<file path="src/hdl/msx_params.svh">
`ifndef MSX_PARAMS_SVH
`define MSX_PARAMS_SVH

// I/O ports
`define PPI_PORT        8'ha8
`define CFG_PORT_KEY    8'h40
`define CFG_PORT_MAIN   8'h41
`define CFG_PORT_AUX    8'h42
`define CFG_READ_NIBBLE 4'h4
`define MAPPER_PORT_HI  6'b111111

// configuration unlock and reset values
`define CFG_KEY         8'hb7
`define CFG_MAIN_RESET  8'h0b

// mapper RAM holds 2**MAPPER_SEG_BITS pages of 16 KB
`define MAPPER_SEG_BITS 3

// value seen on an undriven data bus
`define OPEN_BUS        8'hff

`endif

</file>
<file path="src/hdl/msx_pkg.sv">
package msx_pkg;

    //------------------------------------------------------------
    // cpu bus address, one word seen two ways
    //------------------------------------------------------------
    typedef struct packed {
        logic [1:0]  page;
        logic [13:0] offset;
    } mem_addr_t;

    typedef struct packed {
        logic [7:0] unused;
        logic [7:0] port;
    } io_addr_t;

    typedef union packed {
        mem_addr_t mem;
        io_addr_t  io;
    } bus_addr_u;

    // one bus cycle, valid for a single clock
    typedef struct packed {
        logic       valid;
        logic       io;
        logic       write;
        bus_addr_u  addr;
        logic [7:0] wdata;
    } bus_req_t;

    //------------------------------------------------------------
    // decode results and read claims
    //------------------------------------------------------------
    typedef struct packed {
        logic [1:0] pri_slot;
        logic [1:0] sub_slot;
        logic       xffff;
    } slot_sel_t;

    typedef struct packed {
        logic       mapper_en;
        logic [1:0] mapper_slot;
    } cfg_t;

    typedef struct packed {
        logic       hit;
        logic [7:0] data;
    } src_rd_t;

    typedef struct packed {
        logic       valid;
        logic [7:0] data;
    } rd_rsp_t;

endpackage

</file>
<file path="src/hdl/read_mux.sv">
`timescale 1ns/1ps

`include "msx_params.svh"

module read_mux import msx_pkg::*; (
    input  logic       clk_108m,
    input  logic       bus_reset_n,
    input  bus_req_t   req,
    input  logic       map_hit,
    input  logic [7:0] map_data,
    input  src_rd_t    exp_rd,
    input  src_rd_t    cfg_rd,
    output rd_rsp_t    rsp
);

    logic       rd_strobe;
    logic       rsp_valid_q;
    logic       map_won_q;
    logic [7:0] data_q;
    logic [7:0] data_d;

    assign rd_strobe = req.valid && !req.write;

    // priority below the mapper
    always_comb begin
        if (exp_rd.hit) begin
            data_d = exp_rd.data;
        end else if (cfg_rd.hit) begin
            data_d = cfg_rd.data;
        end else begin
            data_d = `OPEN_BUS;
        end
    end

    //------------------------------------------------------------
    // response stage
    //------------------------------------------------------------
    always_ff @(posedge clk_108m or negedge bus_reset_n) begin
        if (!bus_reset_n) begin
            rsp_valid_q <= 1'b0;
            map_won_q   <= 1'b0;
        end else begin
            rsp_valid_q <= rd_strobe;
            if (rd_strobe) begin
                map_won_q <= map_hit;
            end
        end
    end

    always_ff @(posedge clk_108m) begin
        if (rd_strobe) begin
            data_q <= data_d;
        end
    end

    // RAM output already registered, so it is taken as it arrives
    always_comb begin
        rsp.valid = rsp_valid_q;
        rsp.data  = map_won_q ? map_data : data_q;
    end

endmodule

</file>
<file path="config.mk">
export PLATFORM = sky130hd
export DESIGN_NAME = read_mux
export DESIGN_NICKNAME = d
export VERILOG_FILES = /design/src/hdl/msx_pkg.sv /design/src/hdl/read_mux.sv
export VERILOG_INCLUDE_DIRS = /design/src /design/src/hdl
export SDC_FILE = /design/constraint.sdc
export NUM_CORES = 1
export LEC_CHECK = 0
export ABC_AREA = 1
export BUFFER_PORTS_ARGS = -buffer_cell sky130_fd_sc_hd__buf_2
export CAP_MARGIN = 40
export CORE_MARGIN = 2
export CORE_UTILIZATION = 33
export DETAILED_ROUTE_END_ITERATION = 10
export MAX_ROUTING_LAYER = met4
export PLACE_DENSITY = 0.78
export SLEW_MARGIN = 20
export SYNTH_ARGS = -nofsm -noshare
export SYNTH_HDL_FRONTEND = slang
export SYNTH_SLANG_ARGS = --single-unit
</file>
<file path="constraint.sdc">
create_clock -name clk_108m -period 1.05 [get_ports clk_108m]
set_input_delay 0.105 -clock clk_108m [delete_from_list [all_inputs] [get_ports clk_108m]]
set_output_delay 0.105 -clock clk_108m [all_outputs]
set_load 0.01 [all_outputs]
</file>
### Word level (Yosys, flattened, before mapping)

Cells that the tools add are included.

| word-level totals | value |
|---|---|
| bits in registers | 10 |
| bits in latches | 0 |
| memory bits (writable) | 0 |
| bits in read-only memories | 0 |
| input port bits | 56 |
| output and inout bits | 9 |
| word-level logic and storage cells | 8 |
| memories kept | 0 |

| cells by class | value |
|---|---|
| add/sub/neg operators | 0 |
| multiply operators | 0 |
| divide/modulo/power cells | 0 |
| order comparisons | 0 |
| equal/unequal tests | 0 |
| shifts and indexed selects | 0 |
| muxes and demuxes | 3 |
| bitwise gates (word level) | 0 |
| reduce and logical (&&, ||, !) cells | 2 |

Operators with widths:

| operator | number |
|---|---|
| 8-bit two-way mux | 3 |
| 1-bit logical AND | 1 |
| 1-bit logical NOT | 1 |

### Depth between registers and ports, before layout

| depth | value |
|---|---|
| word-level depth | 2 |
| gate-level depth with buffers | 4 |
| gate-level depth less buffers | 4 |

### Least setup slack after synthesis

No wires, ideal clock.

| path | value |
|---|---|
| path kind | register -> output |
| from | register map_won_q |
| to | output rsp[4] in the netlist's numbering |
| data arrival time | 0.849 ns |
| data required time | 0.945 ns |
| slack | 0.096 ns |
| cell stages (with the launch flop) | 3 |
| buffers on the path | 1 |
| cells stage by stage | dfrtp_1 buf_6 o21ai_0 |

RTL lines:

| element | RTL line | text |
|---|---|---|
| start, declared | read_mux.sv:18 | `logic map_won_q;` |
| start signal, assigned | read_mux.sv:45 | `map_won_q <= map_hit;` |
| end, declared | read_mux.sv:13 | `output rd_rsp_t rsp` |

==> summary.md <==
| Metric | Value |
|---|---|
| GP Congestion | 0.653 |
| CP peak stage delay | 0.43 ns |
| Row cnt | 15 |
| Port bufs | 39 |
| Die area | 2160 sq um |
| Distinct cell type count after synthesis | 11 |
| Max Clock Skew | 0 ns |
| GR Util All Layers | a little over an eighth |
| Initial Util | between 30% and 40% |
| Remaining Overflow, GRT | 0 |
| Detailed Route Iter0 Violations | 1 |
| Non-Filler Instances | 153 |
| Syn Inst Count | 85 |
| CP Capture Type | output pin |
| WP data required | 0.94 ns |
| Clk slew on worst S/H paths | approximately 0.060 ns |
| Startpoint types | flip-flop |
| Share of cells above drive strength 1 | 43.8% |
| Kind of critical path | flip-flop to output pin |
| Flop pwr share | 44.6% |
| Worst path slowest cell | dfrtp_2 |
| Pwr per Cell Area | between 1000 and 1500 nW/um^2 |
| Root buffer cell | clkbuf_4 |
| Seq cells post-synth | 10 |
| Post-route total power | 0.00107 W |
| Final setup violation count | 8 |
| Die H | 46.5 um |
| Worst path buffer plus inverter count | 2 |
| Critical Path, Cell by Cell | buf_12 > o21ai_4 > buf_6 |
| DP HPWL | 988 um |
| CP max FO | 8 |
| Largest net degree at the start of global routing | 10 |
| Routed Antenna Nets | 0 |
| Fin crit share | 114% |
| CTS sink count | 10 |
| Mapped Area | 597 sq um |
| Status | finished, violations left |
| Arrival time at the worst endpoint | 1.09 ns |
| Slew margin rel. | 79.7% |
| Clock Tree Buf Depth | 2 |
| Area delta synth->final | 53.9% |
| Mean routed wirelength per cell | 8.47 um |
| Failing checks | setup timing |
| Switch share | 27.7% |
| Final Hold Vio Count | 0 |
| Global-route wire length before repair | just under 2 mm |
| Boundary Pins | 65 |
| Final instance area | 918 sq um |
| Cell internal pwr | 0.000776 W |
| Seq/Total Area, Yosys | 48.6% |
| DR vias/cell | between 4 and 5 |
| Switching power total | 0.000297 W |
| Max-cap viol count | 0 |
| Worst Tran Pin Value | 0.303 ns |
| Net Count, Synth | 141 |
| Clock network fraction of total power | 24.5% |
| Post-place instance area | 795 sq um |
| DRC | 0 |
| Die W | about 47 um |
| RSZ-0062 raised after global routing | true |
| Combinational Power Share | between 30% and 40% |
| Final setup margin | -0.145 ns |
| Inserted Diodes | 0 |
| Commonest non-fill, non-tap cells in the layout | nand2_1 (39), buf_2 (38), inv_1 (18) |
| DR vias | 627 |
| Synth Warn # | 0 |
| Most common cell after layout, fill and taps aside | nand2_1 |
| Drt total wl | 1.30 mm |
| VDD IR max | 0.619 mV |
| Syn Area/Cell | 7.02 sq um |
| Vias in the first global route | 542 |
| Slew Viols, Final | 0 |
| Pre-antenna DRT Iters | 4 |
| H-Tree Depth | 1 |
| Top delay family on crit path | flip-flops |
| Filler cell count | 166 |
| Min Clock Period, post-route | 1.20 ns |
| Core footprint | 1710 sq um |
| WHS | 0.0838 ns |
| Static Leakage | 0.539 nW |
| Placed insts | 145 |
| Final #Nets | 185 |
| CTS tree | yes |
| Min-delay worst type | input pin to flip-flop |
| TritonCTS Buffers | 3 |
| Initial antenna violation count | 0 |
| Setup TNS | -1.06 ns |
| Clock latency on the worst-skew pair | ~0.25 ns |
| Max frequency | 0.837 GHz |
flip-flops by register name, indices dropped and copies added (netlist names):
register,count
data_q,8
map_won_q,1
rsp_valid_q,1
cell usage after synthesis:
library cell | n | area (sq um)
clkbuf_2 | 1 | 5.00
buf_6 | 1 | 11.3
dfrtp_1 | 2 | 50.1
nand2_1 | 43 | 161
inv_1 | 18 | 67.6
buf_2 | 1 | 5.00
buf_4 | 1 | 7.51
o21ai_0 | 8 | 40.0
nand3_1 | 1 | 5.00
inv_2 | 1 | 3.75
edfxtp_1 | 8 | 240
per-layer routing:
layer | vias to the layer above | GRT usage [%] | routed length, um | part of all wire [%]
li1 | 335 | - | - | -
met1 | 264 | 11.9 | 492 | 38
met2 | 26 | 25.0 | 687 | 53
met3 | 2 | 1.18 | 89 | 6.9
met4 | 0 | 12.0 | 27 | 2.1
met5 | - | - | 0 | 0
power groups by stage:
stage | registers [W] | logic (W) | clock network [W]
2_1_floorplan | 0.000484 | 0.000137 | 0
3_3_place_gp | 0.000496 | 0.000215 | 0
3_5_place_dp | 0.000498 | 0.000227 | 0
4_1_cts | 0.000479 | 0.000298 | 0.000270
5_1_grt | 0.000482 | 0.000367 | 0.000289
6_report | 0.000479 | 0.000332 | 0.000263
layout make-up:
| type | instances | area, sq um | share of cell area (%) |
|---|---|---|---|
| well taps | 25 | 31.3 | 3.41 |
| inverters | 19 | 71.3 | 7.77 |
| clock buffers | 4 | 26.3 | 2.86 |
| flip-flops and latches | 10 | 292 | 31.7 |
| repair buffers | 43 | 250 | 27.2 |
| multi-input cells | 52 | 248 | 27.0 |
worst reg2reg max path, stage by stage, from the launching register on:
cell and delay [ns]:
dfrtp_2 0.43, buf_6 0.14, buf_4 0.13, nand2_1 0.05, nand2_1 0.04
per-stage QoR:
step | util, % | setup slack, ns
after floorplan | - | 0.0955
after global placement | 46.5 | 0.0651
after CTS | 51.4 | -0.157
final | 53.8 | -0.145
after detailed placement | 46.5 | -0.0395
after global routing | 53.8 | -0.192
kinds of logic (layout without fill, tap and decap cells):
group           Yosys count  after routing  synth area share, %
compound gates            8              8                 6.71
buf+inv                  23             66                 16.8
simple gates             44             44                 27.9
flops                    10             10                 48.6
worst paths after layout:
| path | from | to | slack (ns) | cells after the start |
|---|---|---|---|---|
| worst max-delay path | map_won_q | rsp[1] | -0.15 | 3 |
| worst min-delay path | map_hit | map_won_q | 0.08 | 3 |
| worst max register to register | map_won_q | map_won_q | 0.14 | 4 |
| worst min register to register | map_won_q | map_won_q | 0.77 | 4 |
| max in group asynchronous | bus_reset_n | map_won_q | 0.76 | 2 |
| min in group asynchronous | bus_reset_n | map_won_q | 0.19 | 2 |
what timing repair did:
item | in CTS | in global routing
gates resized for setup | 12 | 11
hold buffers | 1 | 0
pin swaps | 4 | 3
endpoints found under the hold margin | 2 | 0
cloned | 0 | 0
endpoints found under the setup margin | 8 | 8
buffers inserted | 3 | 0
Power figures use the tool's default switching activity.
