File: config.mk
export PLATFORM = sky130hd
export DESIGN_NAME = slot_select
export DESIGN_NICKNAME = d
export VERILOG_FILES = /design/src/hdl/msx_pkg.sv /design/src/hdl/slot_select.sv
export VERILOG_INCLUDE_DIRS = /design/src /design/src/hdl
export SDC_FILE = /design/constraint.sdc
export NUM_CORES = 1
export LEC_CHECK = 0
export BUFFER_PORTS_ARGS = -buffer_cell sky130_fd_sc_hd__buf_2
export CAP_MARGIN = 40
export CORE_UTILIZATION = 47
export DETAILED_ROUTE_END_ITERATION = 6
export PLACE_DENSITY_LB_ADDON = 0.25
export SYNTH_ARGS = -nofsm -noshare
export SYNTH_HDL_FRONTEND = slang
export SYNTH_SLANG_ARGS = --single-unit
File: constraint.sdc
create_clock -name clk_108m -period 2.3 [get_ports clk_108m]
set_clock_uncertainty 0.05 [all_clocks]
set_input_delay 0.115 -clock clk_108m [delete_from_list [all_inputs] [get_ports clk_108m]]
set_output_delay 0.115 -clock clk_108m [all_outputs]
set_load 0.01 [all_outputs]
File: src/hdl/msx_params.svh
`ifndef MSX_PARAMS_SVH
`define MSX_PARAMS_SVH

// I/O ports
`define PPI_PORT        8'ha8
`define CFG_PORT_KEY    8'h40
`define CFG_PORT_MAIN   8'h41
`define CFG_PORT_AUX    8'h42
`define CFG_READ_NIBBLE 4'h4
`define MAPPER_PORT_HI  6'b111111

// configuration unlock and reset values
`define CFG_KEY         8'hb7
`define CFG_MAIN_RESET  8'h0b

// mapper RAM holds 2**MAPPER_SEG_BITS pages of 16 KB
`define MAPPER_SEG_BITS 3

// value seen on an undriven data bus
`define OPEN_BUS        8'hff

`endif

File: src/hdl/msx_pkg.sv
package msx_pkg;

    //------------------------------------------------------------
    // cpu bus address, one word seen two ways
    //------------------------------------------------------------
    typedef struct packed {
        logic [1:0]  page;
        logic [13:0] offset;
    } mem_addr_t;

    typedef struct packed {
        logic [7:0] unused;
        logic [7:0] port;
    } io_addr_t;

    typedef union packed {
        mem_addr_t mem;
        io_addr_t  io;
    } bus_addr_u;

    // one bus cycle, valid for a single clock
    typedef struct packed {
        logic       valid;
        logic       io;
        logic       write;
        bus_addr_u  addr;
        logic [7:0] wdata;
    } bus_req_t;

    //------------------------------------------------------------
    // decode results and read claims
    //------------------------------------------------------------
    typedef struct packed {
        logic [1:0] pri_slot;
        logic [1:0] sub_slot;
        logic       xffff;
    } slot_sel_t;

    typedef struct packed {
        logic       mapper_en;
        logic [1:0] mapper_slot;
    } cfg_t;

    typedef struct packed {
        logic       hit;
        logic [7:0] data;
    } src_rd_t;

    typedef struct packed {
        logic       valid;
        logic [7:0] data;
    } rd_rsp_t;

endpackage

File: src/hdl/slot_select.sv
`timescale 1ns/1ps

`include "msx_params.svh"

module slot_select import msx_pkg::*; (
    input  logic      clk_108m,
    input  logic      bus_reset_n,
    input  bus_req_t  req,
    output slot_sel_t sel,
    output src_rd_t   exp_rd
);

    // 2 bits per page, page 0 in the low bits
    logic [7:0] ppi_port_a;
    logic [7:0] exp_slot0;

    logic [1:0] page;
    logic       xffff;
    logic       page3_in_slot0;
    logic       ppi_wr;
    logic       exp_wr;

    assign page  = req.addr.mem.page;
    assign xffff = (req.addr == 16'hffff);

    // sub-slot register is only visible while page 3 sits in slot 0
    assign page3_in_slot0 = (ppi_port_a[7:6] == 2'b00);

    assign ppi_wr = req.valid && req.write && req.io
                 && (req.addr.io.port == `PPI_PORT);
    assign exp_wr = req.valid && req.write && !req.io
                 && xffff && page3_in_slot0;

    //------------------------------------------------------------
    // slot registers
    //------------------------------------------------------------
    always_ff @(posedge clk_108m or negedge bus_reset_n) begin
        if (!bus_reset_n) begin
            ppi_port_a <= 8'h00;
            exp_slot0  <= 8'h00;
        end else begin
            if (ppi_wr) begin
                ppi_port_a <= req.wdata;
            end
            if (exp_wr) begin
                exp_slot0 <= req.wdata;
            end
        end
    end

    // per-access decode of the addressed page
    always_comb begin
        sel.pri_slot = ppi_port_a[page*2 +: 2];
        sel.sub_slot = exp_slot0[page*2 +: 2];
        sel.xffff    = xffff;
    end

    // FFFFh reads back inverted
    always_comb begin
        exp_rd.hit  = !req.io && xffff && page3_in_slot0;
        exp_rd.data = ~exp_slot0;
    end

endmodule

### Word level (Yosys, flattened, before mapping)

Cells that the tools add are included.

* flip-flop bits (word level): 16
* latch bits: 0
* RAM bits: 0
* bits in read-only memories: 0
* input bits: 29
* memories kept: 0

* add/subtract/negate cells: 0
* multiply operators: 0
* divide/modulo/power cells: 0
* order comparisons: 0
* equal/unequal tests: 2
* shifts and indexed selects: 2
* multiplexer cells: 0
* bitwise gates (word level): 1
* reduce and logical (&&, ||, !) cells: 10

Operator list (number)
* $eq A16 B16 Y1 const B: 1
* $shiftx A8 B4 Y2: 2
* $eq A8 B8 Y1 const B: 1
* $logic_and A1 B1 Y1: 8
* $not A8 Y8: 1
* $logic_not A2 Y1: 1
* $logic_not A1 Y1: 1

### Longest topological paths before layout

* depth after elaboration: 4
* gate-level depth with buffers: 4
* gate-level depth less buffers: 4

### Worst setup path after synthesis

OpenSTA, ideal clock, no wires.

* path kind: reg-to-reg
* start: register ppi_port_a[6]
* end: register exp_slot0[0]
* library setup time: 0.125 ns
* arrival: 1.206 ns
* required time: 2.125 ns
* setup slack: 0.919 ns
* cell stages (with the launch flop): 4
* path buffers: 0
* clock period less this slack: 1.381 ns
* cell sequence: dfrtp_1 -> nor4_1 -> nand3_2 -> mux2_2

* cells in the longest elaborated chain, start to end: 2

RTL lines
* start, declared: line slot_select.sv:14 `logic [7:0] ppi_port_a;`
* start signal, assigned: line slot_select.sv:43 `ppi_port_a <= req.wdata;`
* $logic_not A2 Y1: line slot_select.sv:27 `assign page3_in_slot0 = (ppi_port_a[7:6] == 2'b00);`
* $logic_and A1 B1 Y1: line slot_select.sv:32 `&& xffff && page3_in_slot0;`
* end signal, assigned: line slot_select.sv:46 `exp_slot0 <= req.wdata;`
* end, declared: line slot_select.sv:15 `logic [7:0] exp_slot0;`

Every way passes these cells.
A chain may end at the register's enable or synchronous reset.

### Worst setup path after layout

* start: register ppi_port_a[6]
* end: register exp_slot0[2]

Same word-level chain as after synthesis.

==> key figures <==
Synthesis
  – Yosys cell types: 17
  – Most used flip-flop cell after synthesis: dfrtp_1
  – Seq cells post-synth: 16
  – Sequential fraction of the synthesis area: 48.2%
  – Syn Area/Cell: 13.6 um^2
  – Yosys warnings: 0
  – Syn nets: 90
  – Ys async rst share: 100%
  – EDFF count, synth: 0
  – Gate Count Post-Synth: 61
  – Post-synthesis cell area: 831 um^2

Power and ir drop
  – P_int: 0.369 mW
  – Clock share of power: 30.0%
  – Comb power frac: 10.1%
  – Psw: 0.106 mW
  – Maximum VDD drop: 0.340 mV
  – Reg power frac: 59.9%
  – P_leak: 0.579 nW
  – Overall Power: 0.475 mW
  – Sw Share: 22.2%
  – Cell Pwr Density: 437 nW/um^2

CTS
  – Postcts setup bufs: 0
  – Clock sink count: 16
  – Cts hold-fix bufs: 1
  – Root buffer cell: clkbuf_4
  – Clk pin slew, worst setup/hold paths: approximately 0.090 ns
  – Maximum clock insertion buffer count: 2
  – Num CTS Buffers: 3
  – TritonCTS clock tree: done
  – Post_cts resized: 0
  – Clk_lat worst skew: 0.28 ns
  – H-tree level count: 1

Timing
  – Crit path time final: around 1.6 ns
  – Setup_tns: 0 ns
  – Rel. slew slack: 73.2%
  – Fmax: 0.628 GHz
  – Hold Violations, Final: 0
  – Max Slew Vio Count: 0
  – RSZ-0062 raised after global routing: false
  – Final Setup Violations: 0
  – Post-route setup slack: 0.708 ns
  – Final Cycle Share: between 60% and 70%
  – Worst Tran Pin Value: 0.401 ns

Outcome
  – Failing checks: design-rule violations
  – Status: complete, but fails checks

Floorplan
  – Die width: 44.0 um
  – Cell Rows: 14
  – Initial Util: 52.7%
  – Core region area: ~1600 um^2
  – Io pins: 43
  – Die ar.: between 1500 and 2000 um^2
  – DIE HEIGHT: 44.0 um

Global routing
  – First-pass GRT wire length: 2600 um
  – Vias in the first global route: 632
  – GRT overflow: 0
  – GRT Total Usage: 18.8%
  – Pin count of the biggest net entering global routing: 17
  – Initial antenna violation count: 0

Critical path
  – Slowest cell on crit path: dfrtp_1
  – Buf/Inv on CP: 0
  – Data arrival, critical path: approximately 1.7 ns
  – Flop-to-flop setup slack: between 0.7 and 0.8 ns
  – CP max stage delay: 0.42 ns
  – Family with the most delay on the worst path: simple AND/OR/NAND/NOR gates
  – Critical R2R Capture: exp_slot0[2]$_DFFE_PN0P_
  – Crit path required time: 2.42 ns
  – CP Capture Type: flip-flop
  – Worst-path cell chain: nor4_1 > nand3_2 > mux2_2
  – R2R depth: 3
  – CP Class: reg -> reg
  – CP startpoint kind: flip-flop
  – R2r startpoint: ppi_port_a[6]$_DFFE_PN0P_
  – Maximum fanout along the worst path: 8

Layout
  – ANT cells: 0
  – Most frequent cells in the layout: 42 x buf_2, 16 x mux2_2, 16 x dfrtp_1, 8 x inv_1, 4 x mux4_1
  – Area Growth Syn to Fin: 30.7%
  – Commonest non-fill, non-tap cell in the layout: buf_2
  – Non-Filler Instances: 122
  – Final #Nets: 137
  – Layout cells sized above 1: 60.4%
  – Fin area: 1090 um^2

Detailed routing
  – Post-DR vias/cell: roughly 5.5
  – Via Count: 676
  – DRT iter0 DRCs: 10
  – DR WL/cell: around 14 um
  – Post-route ant nets: 0
  – Detailed-route wire length: 1690 um
  – Drt first pass iters: 6
  – DR DRC count: 6

Flow run
  – Max-Cap Viols: 0

Min path
  – Hold_sp: req[3]
  – Worst Hold Path Cells: 2
  – Hold Path Class: in -> reg
  – Hold path endpoint: exp_slot0[3]$_DFFE_PN0P_

Placement
  – Dpl cells: 118
  – Placed instance area: approximately 1100 um^2
  – Post-Place Setup Slack: 0.730 ns
  – RePlAce Congestion: slightly below 0.7
  – DP HPWL: ~1300 um
  – IO Port Bufs: 42
kinds of logic after synthesis:
family / after synthesis / share of synthesized area [%]
flops: 16 / 48.2
simple gates: 16 / 13.0
mux: 20 / 34.3
buf+inv: 9 / 4.52
sequential cells by signal (all words and copies together), names as in the netlist:
| signal | count |
|---|---|
| exp_slot0 | 8 |
| ppi_port_a | 8 |
power by group through the flow:
| stage | combinational [mW] | clock (mW) | sequential, mW |
|---|---|---|---|
| finish | 0.0480 | 0.143 | 0.284 |
| global route | 0.0533 | 0.153 | 0.285 |
| CTS | 0.0490 | 0.147 | 0.284 |
| detailed placement | 0.0475 | 0 | 0.290 |
| global placement | 0.0463 | 0 | 0.290 |
| floorplan | 0.0108 | 0 | 0.290 |
cell usage after synthesis, types with 2 or more instances:
cell type,number,share of area [%]
nand2_1,2,0.90
inv_1,8,3.6
nand3_1,2,1.2
dfrtp_1,16,48
mux4_1,4,13
nor4b_1,2,2.1
nor3_1,2,1.2
mux2_2,16,22
layer usage:
| layer | vias to the layer above | global-route usage (%) | wire length (um) |
|---|---|---|---|
| li1 | 319 | - | - |
| met1 | 322 | 22.6 | 699 |
| met2 | 33 | 32.1 | 843 |
| met3 | 2 | 4.08 | 136 |
| met4 | 0 | 9.09 | 10 |
| met5 | - | 0 | 0 |
how the worst max path moves through the flow:
stage,start,to,slack (ns),depth (start not counted)
2_1_floorplan,ppi_port_a[6]$_DFFE_PN0P_,exp_slot0[0]$_DFFE_PN0P_,0.92,3
3_3_place_gp,ppi_port_a[6]$_DFFE_PN0P_,exp_slot0[7]$_DFFE_PN0P_,0.79,3
3_5_place_dp,ppi_port_a[6]$_DFFE_PN0P_,exp_slot0[4]$_DFFE_PN0P_,0.73,3
4_1_cts,ppi_port_a[6]$_DFFE_PN0P_,exp_slot0[4]$_DFFE_PN0P_,0.71,3
5_1_grt,ppi_port_a[6]$_DFFE_PN0P_,exp_slot0[4]$_DFFE_PN0P_,0.65,3
6_report,ppi_port_a[6]$_DFFE_PN0P_,exp_slot0[2]$_DFFE_PN0P_,0.71,3
cell type report:
type,count,area [um^2]
clock buffers,3,22.5
fillers,116,490
inverters,8,30.0
multi-input cells,36,393
flip-flops and latches,16,400
well taps,16,20.0
repair buffers,43,220
per-stage QoR:
step                util (%)  hold slack, ns
finish                  68.9          0.0255
global route            68.9          0.0285
CTS                     68.9          0.0219
detailed placement      66.8        -0.00168
global placement        66.8        -0.00634
floorplan                  -          -0.231
Power figures use the tool's default switching activity.
