**src/hdl/msx_params.svh**
```systemverilog
`ifndef MSX_PARAMS_SVH
`define MSX_PARAMS_SVH

// I/O ports
`define PPI_PORT        8'ha8
`define CFG_PORT_KEY    8'h40
`define CFG_PORT_MAIN   8'h41
`define CFG_PORT_AUX    8'h42
`define CFG_READ_NIBBLE 4'h4
`define MAPPER_PORT_HI  6'b111111

// configuration unlock and reset values
`define CFG_KEY         8'hb7
`define CFG_MAIN_RESET  8'h0b

// mapper RAM holds 2**MAPPER_SEG_BITS pages of 16 KB
`define MAPPER_SEG_BITS 3

// value seen on an undriven data bus
`define OPEN_BUS        8'hff

`endif

```
**src/hdl/msx_pkg.sv**
```systemverilog
package msx_pkg;

    //------------------------------------------------------------
    // cpu bus address, one word seen two ways
    //------------------------------------------------------------
    typedef struct packed {
        logic [1:0]  page;
        logic [13:0] offset;
    } mem_addr_t;

    typedef struct packed {
        logic [7:0] unused;
        logic [7:0] port;
    } io_addr_t;

    typedef union packed {
        mem_addr_t mem;
        io_addr_t  io;
    } bus_addr_u;

    // one bus cycle, valid for a single clock
    typedef struct packed {
        logic       valid;
        logic       io;
        logic       write;
        bus_addr_u  addr;
        logic [7:0] wdata;
    } bus_req_t;

    //------------------------------------------------------------
    // decode results and read claims
    //------------------------------------------------------------
    typedef struct packed {
        logic [1:0] pri_slot;
        logic [1:0] sub_slot;
        logic       xffff;
    } slot_sel_t;

    typedef struct packed {
        logic       mapper_en;
        logic [1:0] mapper_slot;
    } cfg_t;

    typedef struct packed {
        logic       hit;
        logic [7:0] data;
    } src_rd_t;

    typedef struct packed {
        logic       valid;
        logic [7:0] data;
    } rd_rsp_t;

endpackage

```
**src/hdl/config_regs.sv**
```systemverilog
`timescale 1ns/1ps

`include "msx_params.svh"

module config_regs import msx_pkg::*; (
    input  logic     clk_108m,
    input  logic     bus_reset_n,
    input  bus_req_t req,
    output cfg_t     cfg,
    output src_rd_t  cfg_rd
);

    logic [7:0] key_reg;
    logic [7:0] main_reg;

    logic [7:0] port;
    logic       io_wr;
    logic       unlocked;

    assign port     = req.addr.io.port;
    assign io_wr    = req.valid && req.write && req.io;
    assign unlocked = (key_reg == `CFG_KEY);

    //------------------------------------------------------------
    // key and configuration registers
    //------------------------------------------------------------
    always_ff @(posedge clk_108m or negedge bus_reset_n) begin
        if (!bus_reset_n) begin
            key_reg  <= 8'h00;
            main_reg <= `CFG_MAIN_RESET;
        end else if (io_wr) begin
            // key is stored inverted, so 48h opens the lock
            if (port == `CFG_PORT_KEY) begin
                key_reg <= ~req.wdata;
            end
            if (unlocked && port == `CFG_PORT_MAIN) begin
                main_reg <= req.wdata;
            end
        end
    end

    // fields act right away
    always_comb begin
        cfg.mapper_en   = main_reg[0];
        cfg.mapper_slot = main_reg[5:4];
    end

    // read-back over 40h..4Fh
    always_comb begin
        cfg_rd.hit = req.io && (port[7:4] == `CFG_READ_NIBBLE);
        case (port[3:0])
            4'h0:    cfg_rd.data = key_reg;
            4'h1:    cfg_rd.data = main_reg;
            default: cfg_rd.data = `OPEN_BUS;
        endcase
    end

endmodule

```
**config.mk**
```make
export PLATFORM = sky130hd
export DESIGN_NAME = config_regs
export DESIGN_NICKNAME = d
export VERILOG_FILES = /design/src/hdl/msx_pkg.sv /design/src/hdl/config_regs.sv
export VERILOG_INCLUDE_DIRS = /design/src /design/src/hdl
export SDC_FILE = /design/constraint.sdc
export NUM_CORES = 1
export LEC_CHECK = 0
export BUFFER_PORTS_ARGS = -buffer_cell sky130_fd_sc_hd__buf_2
export CORE_MARGIN = 2
export CORE_UTILIZATION = 43
export CTS_CLUSTER_DIAMETER = 30
export CTS_CLUSTER_SIZE = 12
export DETAILED_ROUTE_END_ITERATION = 7
export GPL_ROUTABILITY_DRIVEN = 0
export HOLD_SLACK_MARGIN = 0.15
export PLACE_DENSITY = 0.75
export SLEW_MARGIN = 20
export SYNTH_ARGS = -nofsm -noshare
export SYNTH_HDL_FRONTEND = slang
export SYNTH_SLANG_ARGS = --single-unit
```
**constraint.sdc**
```tcl
create_clock -name clk_108m -period 2 [get_ports clk_108m]
set_input_delay 0.2 -clock clk_108m [delete_from_list [all_inputs] [get_ports clk_108m]]
set_output_delay 0.2 -clock clk_108m [all_outputs]
set_load 0.005 [all_outputs]
```
; After elaboration in Yosys (flattened, before gate mapping)
; Index checks and enable logic that the tools add are counted.
[word_totals]
ff_bits = 16
in_bits = 29
output_inout_bits = 12
[classes]
eq_ne = 5
n_mux = 1
n_bitwise = 1
n_reduce_logical = 7
[ops]
columns = operator, n
row1 = $eq 8x7->1 const B, 2
row2 = $pmux 8 s2, 1
row3 = $eq 8x8->1 const B, 1
row4 = $not 8->8, 1
row5 = $eq 4x1->1 const B, 1
row6 = $eq 4x3->1 const B, 1
row7 = $logic_and 1x1->1, 4
row8 = $logic_not 4->1, 1
row9 = $reduce_and 2->1, 2

; Longest topological paths before layout
; Gate-level depths: netlist of the first run.
[logic_depth]
word_depth = 3
mapped_depth = 7
depth_no_buf = 4

; Worst setup path after synthesis of the first run
; Ideal clock, no wire load.
[synth_timing]
path_kind = in2reg
from = input req[9] (netlist bit)
to = register key_reg[5]
setup_time_ns = 0.073
t_arrival_ns = 1.529
setup_slack_ns = 0.398
cell_stages = 7
n_path_buf = 3
cell_sequence = or4_4 buf_6 nor4bb_1 buf_4 buf_12 nor2_2 a21oi_2
[synth_via]
elab_chain_cells = 2
[synth_rtl]
columns = element, line
row1 = start: declaration, config_regs.sv:8  ; input bus_req_t req,
row2 = $eq 8x7->1 (no source line), --
row3 = $reduce_and 2->1 (no source line), --
row4 = end signal: assignment, config_regs.sv:34  ; key_reg <= ~req.wdata;
row5 = end: declaration, config_regs.sv:13  ; logic [7:0] key_reg;
; Every way passes these cells.
; A chain may end at the register's enable or synchronous reset.

==> results of run 1 <==
per-stage QoR:
stage	utilization, %	total power [mW]	cells	hold slack [ns]	instance area, µm²
2_1_floorplan	-	0.359	66	-0.0956	800
3_3_place_gp	54.9	0.397	120	0.128	958
3_5_place_dp	54.9	0.399	120	0.128	958
4_1_cts	62.2	0.622	133	0.348	1080
5_1_grt	62.2	0.641	133	0.375	1080
6_report	62.2	0.616	133	0.338	1080
placed cells by master, fill, tap and decap left out:
master / count
sky130_fd_sc_hd__dfstp_2: 3
sky130_fd_sc_hd__dfrtp_1: 13
sky130_fd_sc_hd__nor2b_1: 1
sky130_fd_sc_hd__or4_4: 1
sky130_fd_sc_hd__clkbuf_8: 1
sky130_fd_sc_hd__a21oi_1: 6
sky130_fd_sc_hd__nand4b_1: 1
sky130_fd_sc_hd__nand4bb_1: 1
sky130_fd_sc_hd__o22a_2: 8
sky130_fd_sc_hd__clkbuf_4: 3
sky130_fd_sc_hd__and2_0: 1
sky130_fd_sc_hd__buf_4: 3
sky130_fd_sc_hd__a21oi_2: 2
sky130_fd_sc_hd__mux2_2: 8
sky130_fd_sc_hd__nand2_1: 2
sky130_fd_sc_hd__nor4bb_2: 1
sky130_fd_sc_hd__dlygate4sd3_1: 9
sky130_fd_sc_hd__nor2_2: 2
sky130_fd_sc_hd__nor2_1: 7
sky130_fd_sc_hd__nand4_1: 1
sky130_fd_sc_hd__nor3_1: 2
sky130_fd_sc_hd__buf_2: 32
cell type report:
class / count / area, µm² / share of cell area, %
multi-input combinational: 44 / 340 / 31.4
tap: 25 / 31.3 / 2.88
sequential: 16 / 404 / 37.3
clock buffer: 4 / 36.3 / 3.34
timing repair buffer: 44 / 273 / 25.1
timing repair:
item / 4_1_cts / 5_1_grt
setup buffers: 0 / 0
hold buffers: 9 / 0
endpoints found under the hold margin: 24 / 0
power groups by stage:
stage | Sequential (mW) | Clock, mW | Combinational (mW)
after floorplan | 0.337 | 0 | 0.0224
after global placement | 0.338 | 0 | 0.0593
after detailed placement | 0.338 | 0 | 0.0609
after CTS | 0.332 | 0.215 | 0.0745
after global routing | 0.332 | 0.226 | 0.0821
final | 0.332 | 0.211 | 0.0733
per-layer routing:
layer,vias to the layer above,global-route usage (%),share of wire (%)
met4,0,8.33,0.54
li1,325,-,-
met5,-,0,0
met3,2,2.31,5.1
met2,25,27.7,49
met1,303,20.8,46
worst max path at each step:
stage | cells after the start | slack [ns] | startpoint | endpoint
floorplan | 7 | 0.40 | req[9] | key_reg[5]$_DFFE_PN0P_
global route | 6 | 0.45 | req[9] | key_reg[4]$_DFFE_PN0P_
CTS | 4 | 0.51 | req[9] | cfg_rd[2]
global placement | 6 | 0.27 | req[9] | key_reg[0]$_DFFE_PN0P_
finish | 4 | 0.51 | req[9] | cfg_rd[2]
detailed placement | 6 | 0.26 | req[9] | key_reg[7]$_DFFE_PN0P_
Yosys cell counts, drive strengths merged:
master	number	area share [%]
a21oi	8	5.9
and2	1	0.78
buf	6	7.7
dfrtp	13	41
dfstp	3	9.9
mux2	8	11
nand2	2	0.94
nand4	1	0.78
nand4b	1	1.1
nand4bb	1	1.4
nor2	9	4.9
nor2b	1	0.78
nor3	2	1.3
nor4bb	1	1.3
o22a	8	10
or4	1	1.4
critical path, stage by stage:
cell                     delay, ns
sky130_fd_sc_hd__buf_2        0.11
sky130_fd_sc_hd__or4_4        0.61
sky130_fd_sc_hd__o22a_2       0.25
sky130_fd_sc_hd__buf_2        0.12
kinds of logic (layout without fill, tap and decap cells):
kind of cell | Yosys count | after routing
AOI/OAI and AO/OA | 16 | 16
buffers and inverters | 6 | 48
DFF | 16 | 16
muxes | 8 | 8
and+or+nand+nor | 20 | 20
==> qor.tcl, run 1 <==
set qor(outcome) {finished clean}
set qor(power.leakage_nw) 0.514
set qor(synthesis.area_per_instance_um2) 12.1
set qor(grt_use_total_pct) 16.5
set qor(dieWidth_um) 47.1
set qor(cp-end-kind) {output pin}
set qor(io_buffers) 32
set qor(first_iter_violations) 2
set qor(viasPerCell) 4.92
set qor(synth.yosys.seq_area_share_pct) 50.5
set qor(antenna_violations_before_repair) 0
set qor(synthToLayoutAreaGrowth_pct) 35.7
set qor(placement.setup.worst_slack_ns) 0.264
set qor(max-slew-margin-rel_pct) 76.9
set qor(timing.setup.tns_ns) 0
set qor(count_of_filler_cells_inserted_in_the_layout) 150
set qor(synth.mux.area_fraction_pct) 11.3
set qor(antenna_violating_nets_remaining) 0
set qor(power.switching_uw) 133
set qor(achievable-frequency_mhz) 671
set qor(final.setup_skew_ns) 0.00680
set qor(final.setup.worst_slack_ns) 0.510
set qor(clock_tree.htree_level_count) 1
set qor(fp.dieArea_mm2) 0.00222
set qor(antenna-diode-count) 0
set qor(route.detailed.drc) 0
set qor(share_clk_of_total_power_pct) 34.3
set qor(dp_hpwl_um) 1210
set qor(tightestPinTransition_ns) 0.346
set qor(synth.lib_cells_used.distinct) 20
set qor(p_int_uw) 483
set qor(design.core.area_mm2) 0.00175
set qor(min-delay-path-class) {input port to async pin}
set qor(post_synth_xor_area_fraction_pct) 0
set qor(grt_max_degree) 17
set qor(net_count_of_the_mapped_netlist) 95
set qor(syn_std_cell_area_um2) 800
set qor(cts.sink_count) 16
set qor(clock_buffer_depth) 2
set qor(placement_rows) 15
set qor(worst_setup_hold_path_clk_slew_ns) 0.10
set qor(vertical_die_dimension_um) 47.1
set qor(synth-seq-cells) 16
set qor(hold_viol_final) 0
set qor(p_per_area_mw_per_mm2) 568
set qor(route.detailed.wl_per_inst_um) 12.5
set qor(first_global_vias) 651
set qor(critical_path.startpoint_type) {input port}
set qor(final_period_minus_worst_setup_slack_ns) 1.49
set qor(p_sw_share_pct) 21.6
set qor(setup-violations-final) 0
set qor(report.final.slew_viol_count) 0
set qor(source_to_sink_clock_delay_at_the_later_pin_of_the_worst_skew_pair_ns) 0.28
set qor(worst_r2r_startpoint) {key_reg[6]$_DFFE_PN0P_}
set qor(irDropWorstVdd_mv) 0.353
set qor(routed_wirelength_um) 1660
set qor(comb_power_share_pct) 11.9
set qor(synthesis.yosys.warnings) 0
set qor(vias) 655
set qor(first_pass_grt_wire_length_um) 2530
set qor(root_driver) {sky130_fd_sc_hd__clkbuf_4}
set qor(req_time_crit_path_ns) 1.80
set qor(post_route_cells_drive_above_1_share_pct) 59.3
set qor(grt_remaining_overflow) 0
set qor(sequentialPowerShare_pct) 53.8
set qor(drt_pre_antenna_iters) 2
set qor(unrepaired_setup_endpoints_after_global_routing) {no}
set qor(criticalPathCategory) {input port to output pin}
set qor(post_synth_fa_ha_maj_area_fraction_pct) 0
set qor(worst_r2r_path_depth) 5
set qor(top_level_ports) 41
set qor(critPathArrivalTime_ns) 1.29
set qor(synth_simple_gate_area_share_pct) 14.6
set qor(ctsResizeCount) 0
set qor(post_synth_inst_count) 66
set qor(path_max_fanout) 9
set qor(main_combinational_cell_family_by_area_after_synthesis) {compound AO/OA/AOI/OAI gates}
set qor(fin_nets) 138
set qor(rr_endpoint) {main_reg[6]$_DFFE_PN0P_}
set qor(start_util_pct) 45.8
set qor(fin_crit_sh_pct) 74.5
set qor(synth_compound_gate_area_share_pct) 16.0
set qor(clock_tree_from_tritoncts) {done}
set qor(max_cap_violation_count) 0
set qor(worst-r2r-setup-slack_ns) 0.60
set qor(cts_buffers) 3
No activity file was read; power rests on OpenSTA's default activity.
==> run 2: changes to the inputs <==
Settings changed: CORE_UTILIZATION 43 to 39, PLACE_DENSITY 0.75 to 0.72.
Clock period 2 ns to 1.2 ns, I/O delays scaled along.
==> run 2 against run 1 <==
  * The flow now finishes with violations (setup timing)
  * Global-route usage increased by 0.26 points
  * Combinational power increased by 110%
  * Core utilization increased by 0.99 points
  * Clock skew decreased by 0.0023 ns
  * Sequential power increased by 66%
  * Die area increased by 9.4%
  * Clock-buffer cell count unchanged
  * Setup slack got worse by 0.69 ns
  * Sequential share of layout area decreased by 4.3 points
  * First-iteration DRC count increased by 100%
  * Cell count increased by 9.0%
==> qor.tcl, run 2 (synthesized netlist as in run 1, its figures left out) <==
set qor(outcome) {finished with violations} ;# was finished clean
set qor(violations) {setup timing}
set qor(final_period_minus_worst_setup_slack_ns) 1.38
set qor(req_time_crit_path_ns) 1.38 ;# was 1.80 ns
set qor(path_max_fanout) 8 ;# was 9
set qor(route.detailed.drc) 0 ;# unchanged
set qor(critPathArrivalTime_ns) 1.55 ;# was 1.29 ns
set qor(start_util_pct) 41.2 ;# was 45.8%
set qor(unrepaired_setup_endpoints_after_global_routing) {yes} ;# was no
set qor(timing.critical_path.from) {key_reg[6]$_DFFE_PN0P_} ;# was req[9]
set qor(final.setup.worst_slack_ns) -0.176 ;# was 0.510 ns
set qor(viasPerCell) 4.93 ;# was 4.92
set qor(grt_use_total_pct) 16.8 ;# was 16.5%
set qor(hold_viol_final) 0 ;# unchanged
set qor(achievable-frequency_mhz) 727
set qor(routed.top_layer) {met4} ;# unchanged
set qor(max-slew-margin-rel_pct) 76.0 ;# was 76.9%
set qor(io_buffers) 32 ;# unchanged
set qor(termination_of_the_worst_setup_path) {main_reg[5]$_DFFE_PN0P_} ;# was cfg_rd[2]
set qor(criticalPathCategory) {flip-flop to flip-flop} ;# was input port to output pin
set qor(worst-r2r-setup-slack_ns) -0.18 ;# was 0.60 ns
set qor(worst_r2r_path_depth) 5 ;# unchanged
set qor(source_to_sink_clock_delay_at_the_later_pin_of_the_worst_skew_pair_ns) 0.29 ;# was 0.28 ns
set qor(vias) 715 ;# was 655
set qor(clock_tree_from_tritoncts) {done} ;# unchanged
set qor(antenna-diode-count) 0 ;# unchanged
set qor(placed_cells_incl_taps) 131 ;# was 120
set qor(first_iter_violations) 4 ;# was 2
set qor(antenna_violating_nets_remaining) 0 ;# unchanged
set qor(irDropWorstVdd_mv) 0.762 ;# was 0.353 mV
set qor(p_per_area_mw_per_mm2) 865 ;# was 568 mW/mm²
set qor(top_level_ports) 41 ;# unchanged
set qor(clock_buffer_depth) 2 ;# unchanged
set qor(routed_wirelength_um) 1920 ;# was 1660 µm
set qor(grt_max_degree) 17 ;# unchanged
set qor(power.leakage_nw) 0.599 ;# was 0.514 nW
set qor(cp-end-kind) {flip-flop} ;# was output pin
set qor(commonest_cells_after_routing_fill_and_taps_aside) {sky130_fd_sc_hd__buf_2, sky130_fd_sc_hd__dfrtp_1, sky130_fd_sc_hd__buf_4} ;# was sky130_fd_sc_hd__buf_2, sky130_fd_sc_hd__dfrtp_1, sky130_fd_sc_hd__dlygate4sd3_1
set qor(fin_nets) 148 ;# was 138
set qor(detailroute.wirelength.met2_um) 950 ;# was 809 µm
set qor(fp.dieArea_mm2) 0.00243 ;# was 0.00222 mm²
set qor(tightestPinTransition_ns) 0.359 ;# was 0.346 ns
set qor(critical_path.startpoint_type) {flip-flop} ;# was input port
set qor(dieWidth_um) 49.3 ;# was 47.1 µm
set qor(placement_rows) 16 ;# was 15
set qor(drt_pre_antenna_iters) 4 ;# was 2
set qor(synthToLayoutAreaGrowth_pct) 53.4 ;# was 35.7%
set qor(setup-violations-final) 24 ;# was 0
set qor(first_global_vias) 713 ;# was 651
set qor(root_driver) {sky130_fd_sc_hd__clkbuf_4} ;# unchanged
set qor(min-delay-path-class) {input port to async pin} ;# unchanged
set qor(timing.setup.tns_ns) -3.34 ;# was 0 ns
set qor(max_cap_violation_count) 0 ;# unchanged
set qor(vertical_die_dimension_um) 49.3 ;# was 47.1 µm
set qor(cts_post_setup_buffers_inserted) 0 ;# unchanged
set qor(layout_commonest_cell) {sky130_fd_sc_hd__buf_2} ;# unchanged
set qor(grt_remaining_overflow) 0 ;# unchanged
set qor(dp_hpwl_um) 1310 ;# was 1210 µm
set qor(antenna_violations_before_repair) 0 ;# unchanged
set qor(worst_setup_hold_path_clk_slew_ns) 0.09 ;# was 0.10 ns
set qor(design.core.area_mm2) 0.00194 ;# was 0.00175 mm²
set qor(final.setup_skew_ns) 0.00453 ;# was 0.00680 ns
set qor(worst_r2r_startpoint) {key_reg[6]$_DFFE_PN0P_} ;# unchanged
set qor(fin_crit_sh_pct) 115
set qor(instances_no_fill) 145 ;# was 133
set qor(dr_wl_met3_um) 113 ;# was 84 µm
set qor(pnr_total_power_mw) 1.06 ;# was 616 µW
set qor(rr_endpoint) {main_reg[5]$_DFFE_PN0P_} ;# was main_reg[6]$_DFFE_PN0P_
set qor(report.final.slew_viol_count) 0 ;# unchanged
set qor(wl_met1_um) 817 ;# was 754 µm
set qor(first_pass_grt_wire_length_um) 3070 ;# was 2530 µm
set qor(route.detailed.wl_per_inst_um) 13.2 ;# was 12.5 µm
set qor(clock_tree.htree_level_count) 1 ;# unchanged
set qor(cts.sink_count) 16 ;# unchanged
set qor(cts_buffers) 3 ;# unchanged
set qor(post_route_cells_drive_above_1_share_pct) 63.6 ;# was 59.3%
run 2: cell count changes in the layout (fill, tap and decap cells not counted), sizes merged:
cell  delta
buf     +10
run 2: worst min-delay path by stage:
stage | from | end | slack, ns | depth (start not counted)
final | bus_reset_n | key_reg[0]$_DFFE_PN0P_ | 0.26 | 2
after global routing | bus_reset_n | key_reg[0]$_DFFE_PN0P_ | 0.29 | 2
after CTS | bus_reset_n | main_reg[4]$_DFFE_PN0P_ | 0.27 | 2
after detailed placement | bus_reset_n | main_reg[6]$_DFFE_PN0P_ | 0.05 | 1
after global placement | bus_reset_n | main_reg[6]$_DFFE_PN0P_ | 0.05 | 1
after floorplan | bus_reset_n | key_reg[0]$_DFFE_PN0P_ | -0.18 | 0
run 2: per-stage QoR:
step                      hold slack [ns]  area (µm²)  setup slack (ns)  utilization (%)
after floorplan                    -0.176         800            -0.309                -
after global placement             0.0476        1030            -0.320             53.0
after detailed placement           0.0493        1030            -0.388             53.0
after CTS                           0.267        1170            -0.186             60.5
after global routing                0.293        1230            -0.229             63.1
final                               0.262        1230            -0.176             63.1
run 2: worst max-delay path, stage by stage, from the launching register on:
cell	delay (ns)
sky130_fd_sc_hd__dfrtp_1	0.39
sky130_fd_sc_hd__nand4bb_1	0.18
sky130_fd_sc_hd__nor2_1	0.12
sky130_fd_sc_hd__nand4b_1	0.13
sky130_fd_sc_hd__buf_6	0.17
sky130_fd_sc_hd__mux2_2	0.27
run 2: layout make-up:
class                      count  area [µm²]
sequential                    16         404
multi-input combinational     44         347
timing repair buffer          54         405
clock buffer                   4        36.3
fill                         167         716
tap                           27        33.8
run 2: what timing repair did:
| action | in CTS | in global routing |
|---|---|---|
| setup endpoints to repair | 24 | 24 |
| gates resized for setup | 5 | 11 |
| hold buffers | 9 | 0 |
| endpoints found under the hold margin | 32 | 0 |
| pin swaps | 5 | 3 |
| cloned | 0 | 1 |
run 2: report_power, final:
group          switching [mW]  internal (mW)
sequential            0.00435          0.547
clock                   0.169          0.185
combinational          0.0574         0.0993
run 2: routing by layer:
layer	track usage [%]	vias to the layer above
met3	3.68	4
li1	-	342
met1	19.8	342
met4	8.57	0
met5	0	-
met2	28.4	27
==> run 3: changes to the inputs <==
Settings changed: GPL_TIMING_DRIVEN set to 1, TNS_END_PERCENT set to 50.
==> run 3 against run 2 <==
  * The run still ends with setup timing left
  * Clock power decreased by 16%
  * Critical path depth unchanged
  * Combinational power about the same
  * Global-route usage increased by 0.54 points
  * Non-clock buffer count increased by 1
==> qor.tcl, run 3 (synthesized netlist as in run 1, its figures left out) <==
set qor(placed_cells_incl_taps) 132 ;# was 131
set qor(clock_buffer_depth) 2 ;# unchanged
set qor(path_max_fanout) 8 ;# unchanged
set qor(root_driver) {sky130_fd_sc_hd__clkbuf_4} ;# unchanged
set qor(unrepaired_setup_endpoints_after_global_routing) {yes} ;# unchanged
set qor(worst_setup_hold_path_clk_slew_ns) 0.09 ;# about the same
set qor(route.detailed.drc) 0 ;# unchanged
set qor(critPathArrivalTime_ns) 1.27 ;# was 1.55 ns
set qor(dieWidth_um) 49.3 ;# unchanged
set qor(fp.dieArea_mm2) 0.00243 ;# unchanged
set qor(power.leakage_nw) 0.595 ;# was 0.599 nW
set qor(cts.sink_count) 16 ;# unchanged
set qor(clock_tree_from_tritoncts) {done} ;# unchanged
set qor(antenna-diode-count) 0 ;# unchanged
set qor(grt_use_total_pct) 17.3 ;# was 16.8%
set qor(tightestPinTransition_ns) 0.357 ;# was 0.359 ns
set qor(vertical_die_dimension_um) 49.3 ;# unchanged
set qor(first_pass_grt_wire_length_um) 3200 ;# was 3070 µm
set qor(worst_r2r_startpoint) {key_reg[3]$_DFFE_PN0P_} ;# was key_reg[6]$_DFFE_PN0P_
set qor(count_of_filler_cells_inserted_in_the_layout) 152 ;# was 167
set qor(worst-r2r-setup-slack_ns) -0.13 ;# was -0.18 ns
set qor(dp_hpwl_um) 1320 ;# was 1310 µm
set qor(min-delay-path-class) {input port to async pin} ;# unchanged
set qor(final.setup_skew_ns) 0.00176 ;# was 0.00453 ns
set qor(max_cap_violation_count) 0 ;# unchanged
set qor(final.setup.worst_slack_ns) -0.190 ;# was -0.176 ns
set qor(first_iter_violations) 2 ;# was 4
set qor(setup-violations-final) 24 ;# unchanged
set qor(max-slew-margin-rel_pct) 76.2 ;# was 76.0%
set qor(io_buffers) 32 ;# unchanged
set qor(design.core.area_mm2) 0.00194 ;# unchanged
set qor(clock_tree.htree_level_count) 1 ;# unchanged
set qor(antenna_violations_before_repair) 0 ;# unchanged
set qor(antenna_violating_nets_remaining) 0 ;# unchanged
set qor(top_level_ports) 41 ;# unchanged
set qor(route.detailed.wl_per_inst_um) 13.4 ;# was 13.2 µm
set qor(drt_pre_antenna_iters) 4 ;# unchanged
set qor(outcome) {finished with violations} ;# unchanged
set qor(grt_max_degree) 17 ;# unchanged
set qor(vias) 717 ;# was 715
set qor(final_period_minus_worst_setup_slack_ns) 1.39 ;# was 1.38 ns
set qor(layout_commonest_cell) {sky130_fd_sc_hd__buf_2} ;# unchanged
set qor(commonest_cells_after_routing_fill_and_taps_aside) {sky130_fd_sc_hd__buf_2, sky130_fd_sc_hd__dfrtp_1, sky130_fd_sc_hd__buf_4} ;# unchanged
set qor(cp-end-kind) {output pin} ;# was flip-flop
set qor(synthToLayoutAreaGrowth_pct) 50.7 ;# was 53.4%
set qor(critical_path.startpoint_type) {input port} ;# was flip-flop
set qor(first_global_vias) 759 ;# was 713
set qor(routed_wirelength_um) 1960 ;# was 1920 µm
set qor(achievable-frequency_mhz) 720 ;# was 727 MHz
set qor(pnr_total_power_mw) 1.00 ;# was 1.06 mW
set qor(fin_crit_sh_pct) 116 ;# was 115%
set qor(start_util_pct) 41.2 ;# unchanged
set qor(grt_remaining_overflow) 0 ;# unchanged
set qor(violations) {setup timing} ;# unchanged
set qor(criticalPathCategory) {input port to output pin} ;# was flip-flop to flip-flop
set qor(cts_buffers) 3 ;# unchanged
set qor(irDropWorstVdd_mv) 0.695 ;# was 0.762 mV
set qor(report.final.slew_viol_count) 0 ;# unchanged
set qor(fin_nets) 149 ;# was 148
set qor(post_route_cells_drive_above_1_share_pct) 62.2 ;# was 63.6%
set qor(p_per_area_mw_per_mm2) 830 ;# was 865 mW/mm²
set qor(viasPerCell) 4.91 ;# was 4.93
set qor(req_time_crit_path_ns) 1.08 ;# was 1.38 ns
set qor(source_to_sink_clock_delay_at_the_later_pin_of_the_worst_skew_pair_ns) 0.28 ;# was 0.29 ns
set qor(instances_no_fill) 146 ;# was 145
set qor(hold_viol_final) 0 ;# unchanged
set qor(rr_endpoint) {main_reg[6]$_DFFE_PN0P_} ;# was main_reg[5]$_DFFE_PN0P_
set qor(worst_r2r_path_depth) 5 ;# unchanged
set qor(placement_rows) 16 ;# unchanged
[run 3: power by group]
part	internal [mW]	total, mW	leakage, nW	switching, mW
Combinational	0.0957	0.154	0.368	0.0579
Sequential	0.547	0.551	0.212	0.00428
Clock	0.129	0.296	0.0150	0.167
Total	0.771	1.00	0.595	0.229
[run 3: what timing repair did]
action	CTS	global route
hold endpoints to repair	32	0
setup buffers	0	1
endpoints found under the setup margin	24	24
pin swaps	5	3
hold buffers	9	0
gates resized for setup	3	5
[run 3: worst max path at each step]
| stage | from | to | slack, ns |
|---|---|---|---|
| floorplan | req[9] | key_reg[5]$_DFFE_PN0P_ | -0.31 |
| global placement | req[9] | key_reg[4]$_DFFE_PN0P_ | -0.32 |
| detailed placement | req[9] | key_reg[3]$_DFFE_PN0P_ | -0.38 |
| CTS | req[9] | cfg_rd[6] | -0.18 |
| global route | key_reg[6]$_DFFE_PN0P_ | main_reg[6]$_DFFE_PN0P_ | -0.23 |
| finish | req[10] | cfg_rd[0] | -0.19 |
[run 3: routing by layer]
| metal | up-vias | share of wire (%) | global-route usage, % |
|---|---|---|---|
| li1 | 346 | - | - |
| met1 | 335 | 40 | 20.9 |
| met2 | 32 | 51 | 30.2 |
| met3 | 4 | 6.6 | 3.07 |
| met4 | 0 | 1.5 | 7.14 |
| met5 | - | 0 | 0 |
[run 3: metrics by stage]
step	instance area [µm²]	hold WS [ns]	setup WS [ns]	setup TNS [ns]	util (%)
3_3_place_gp	1040	0.0451	-0.318	-5.01	53.4
5_1_grt	1200	0.299	-0.228	-3.98	62.0
4_1_cts	1170	0.272	-0.177	-2.71	60.1
3_5_place_dp	1040	0.0509	-0.381	-5.55	53.4
2_1_floorplan	800	-0.176	-0.309	-3.94	-
6_report	1200	0.275	-0.190	-2.66	62.0
[run 3: final cells by class]
type	count	area [µm²]	area share, %
Sequential cell	16	404	33.5
Timing Repair Buffer	55	392	32.5
Multi-Input combinational cell	44	349	29.0
Tap cell	27	33.8	2.80
Clock buffer	4	26.3	2.18
[run 3: worst max-delay path: stages]
cell                     delay (ns)
sky130_fd_sc_hd__buf_6         0.09
sky130_fd_sc_hd__or4_4         0.56
sky130_fd_sc_hd__buf_6         0.16
sky130_fd_sc_hd__o22a_2        0.22
sky130_fd_sc_hd__buf_2         0.12
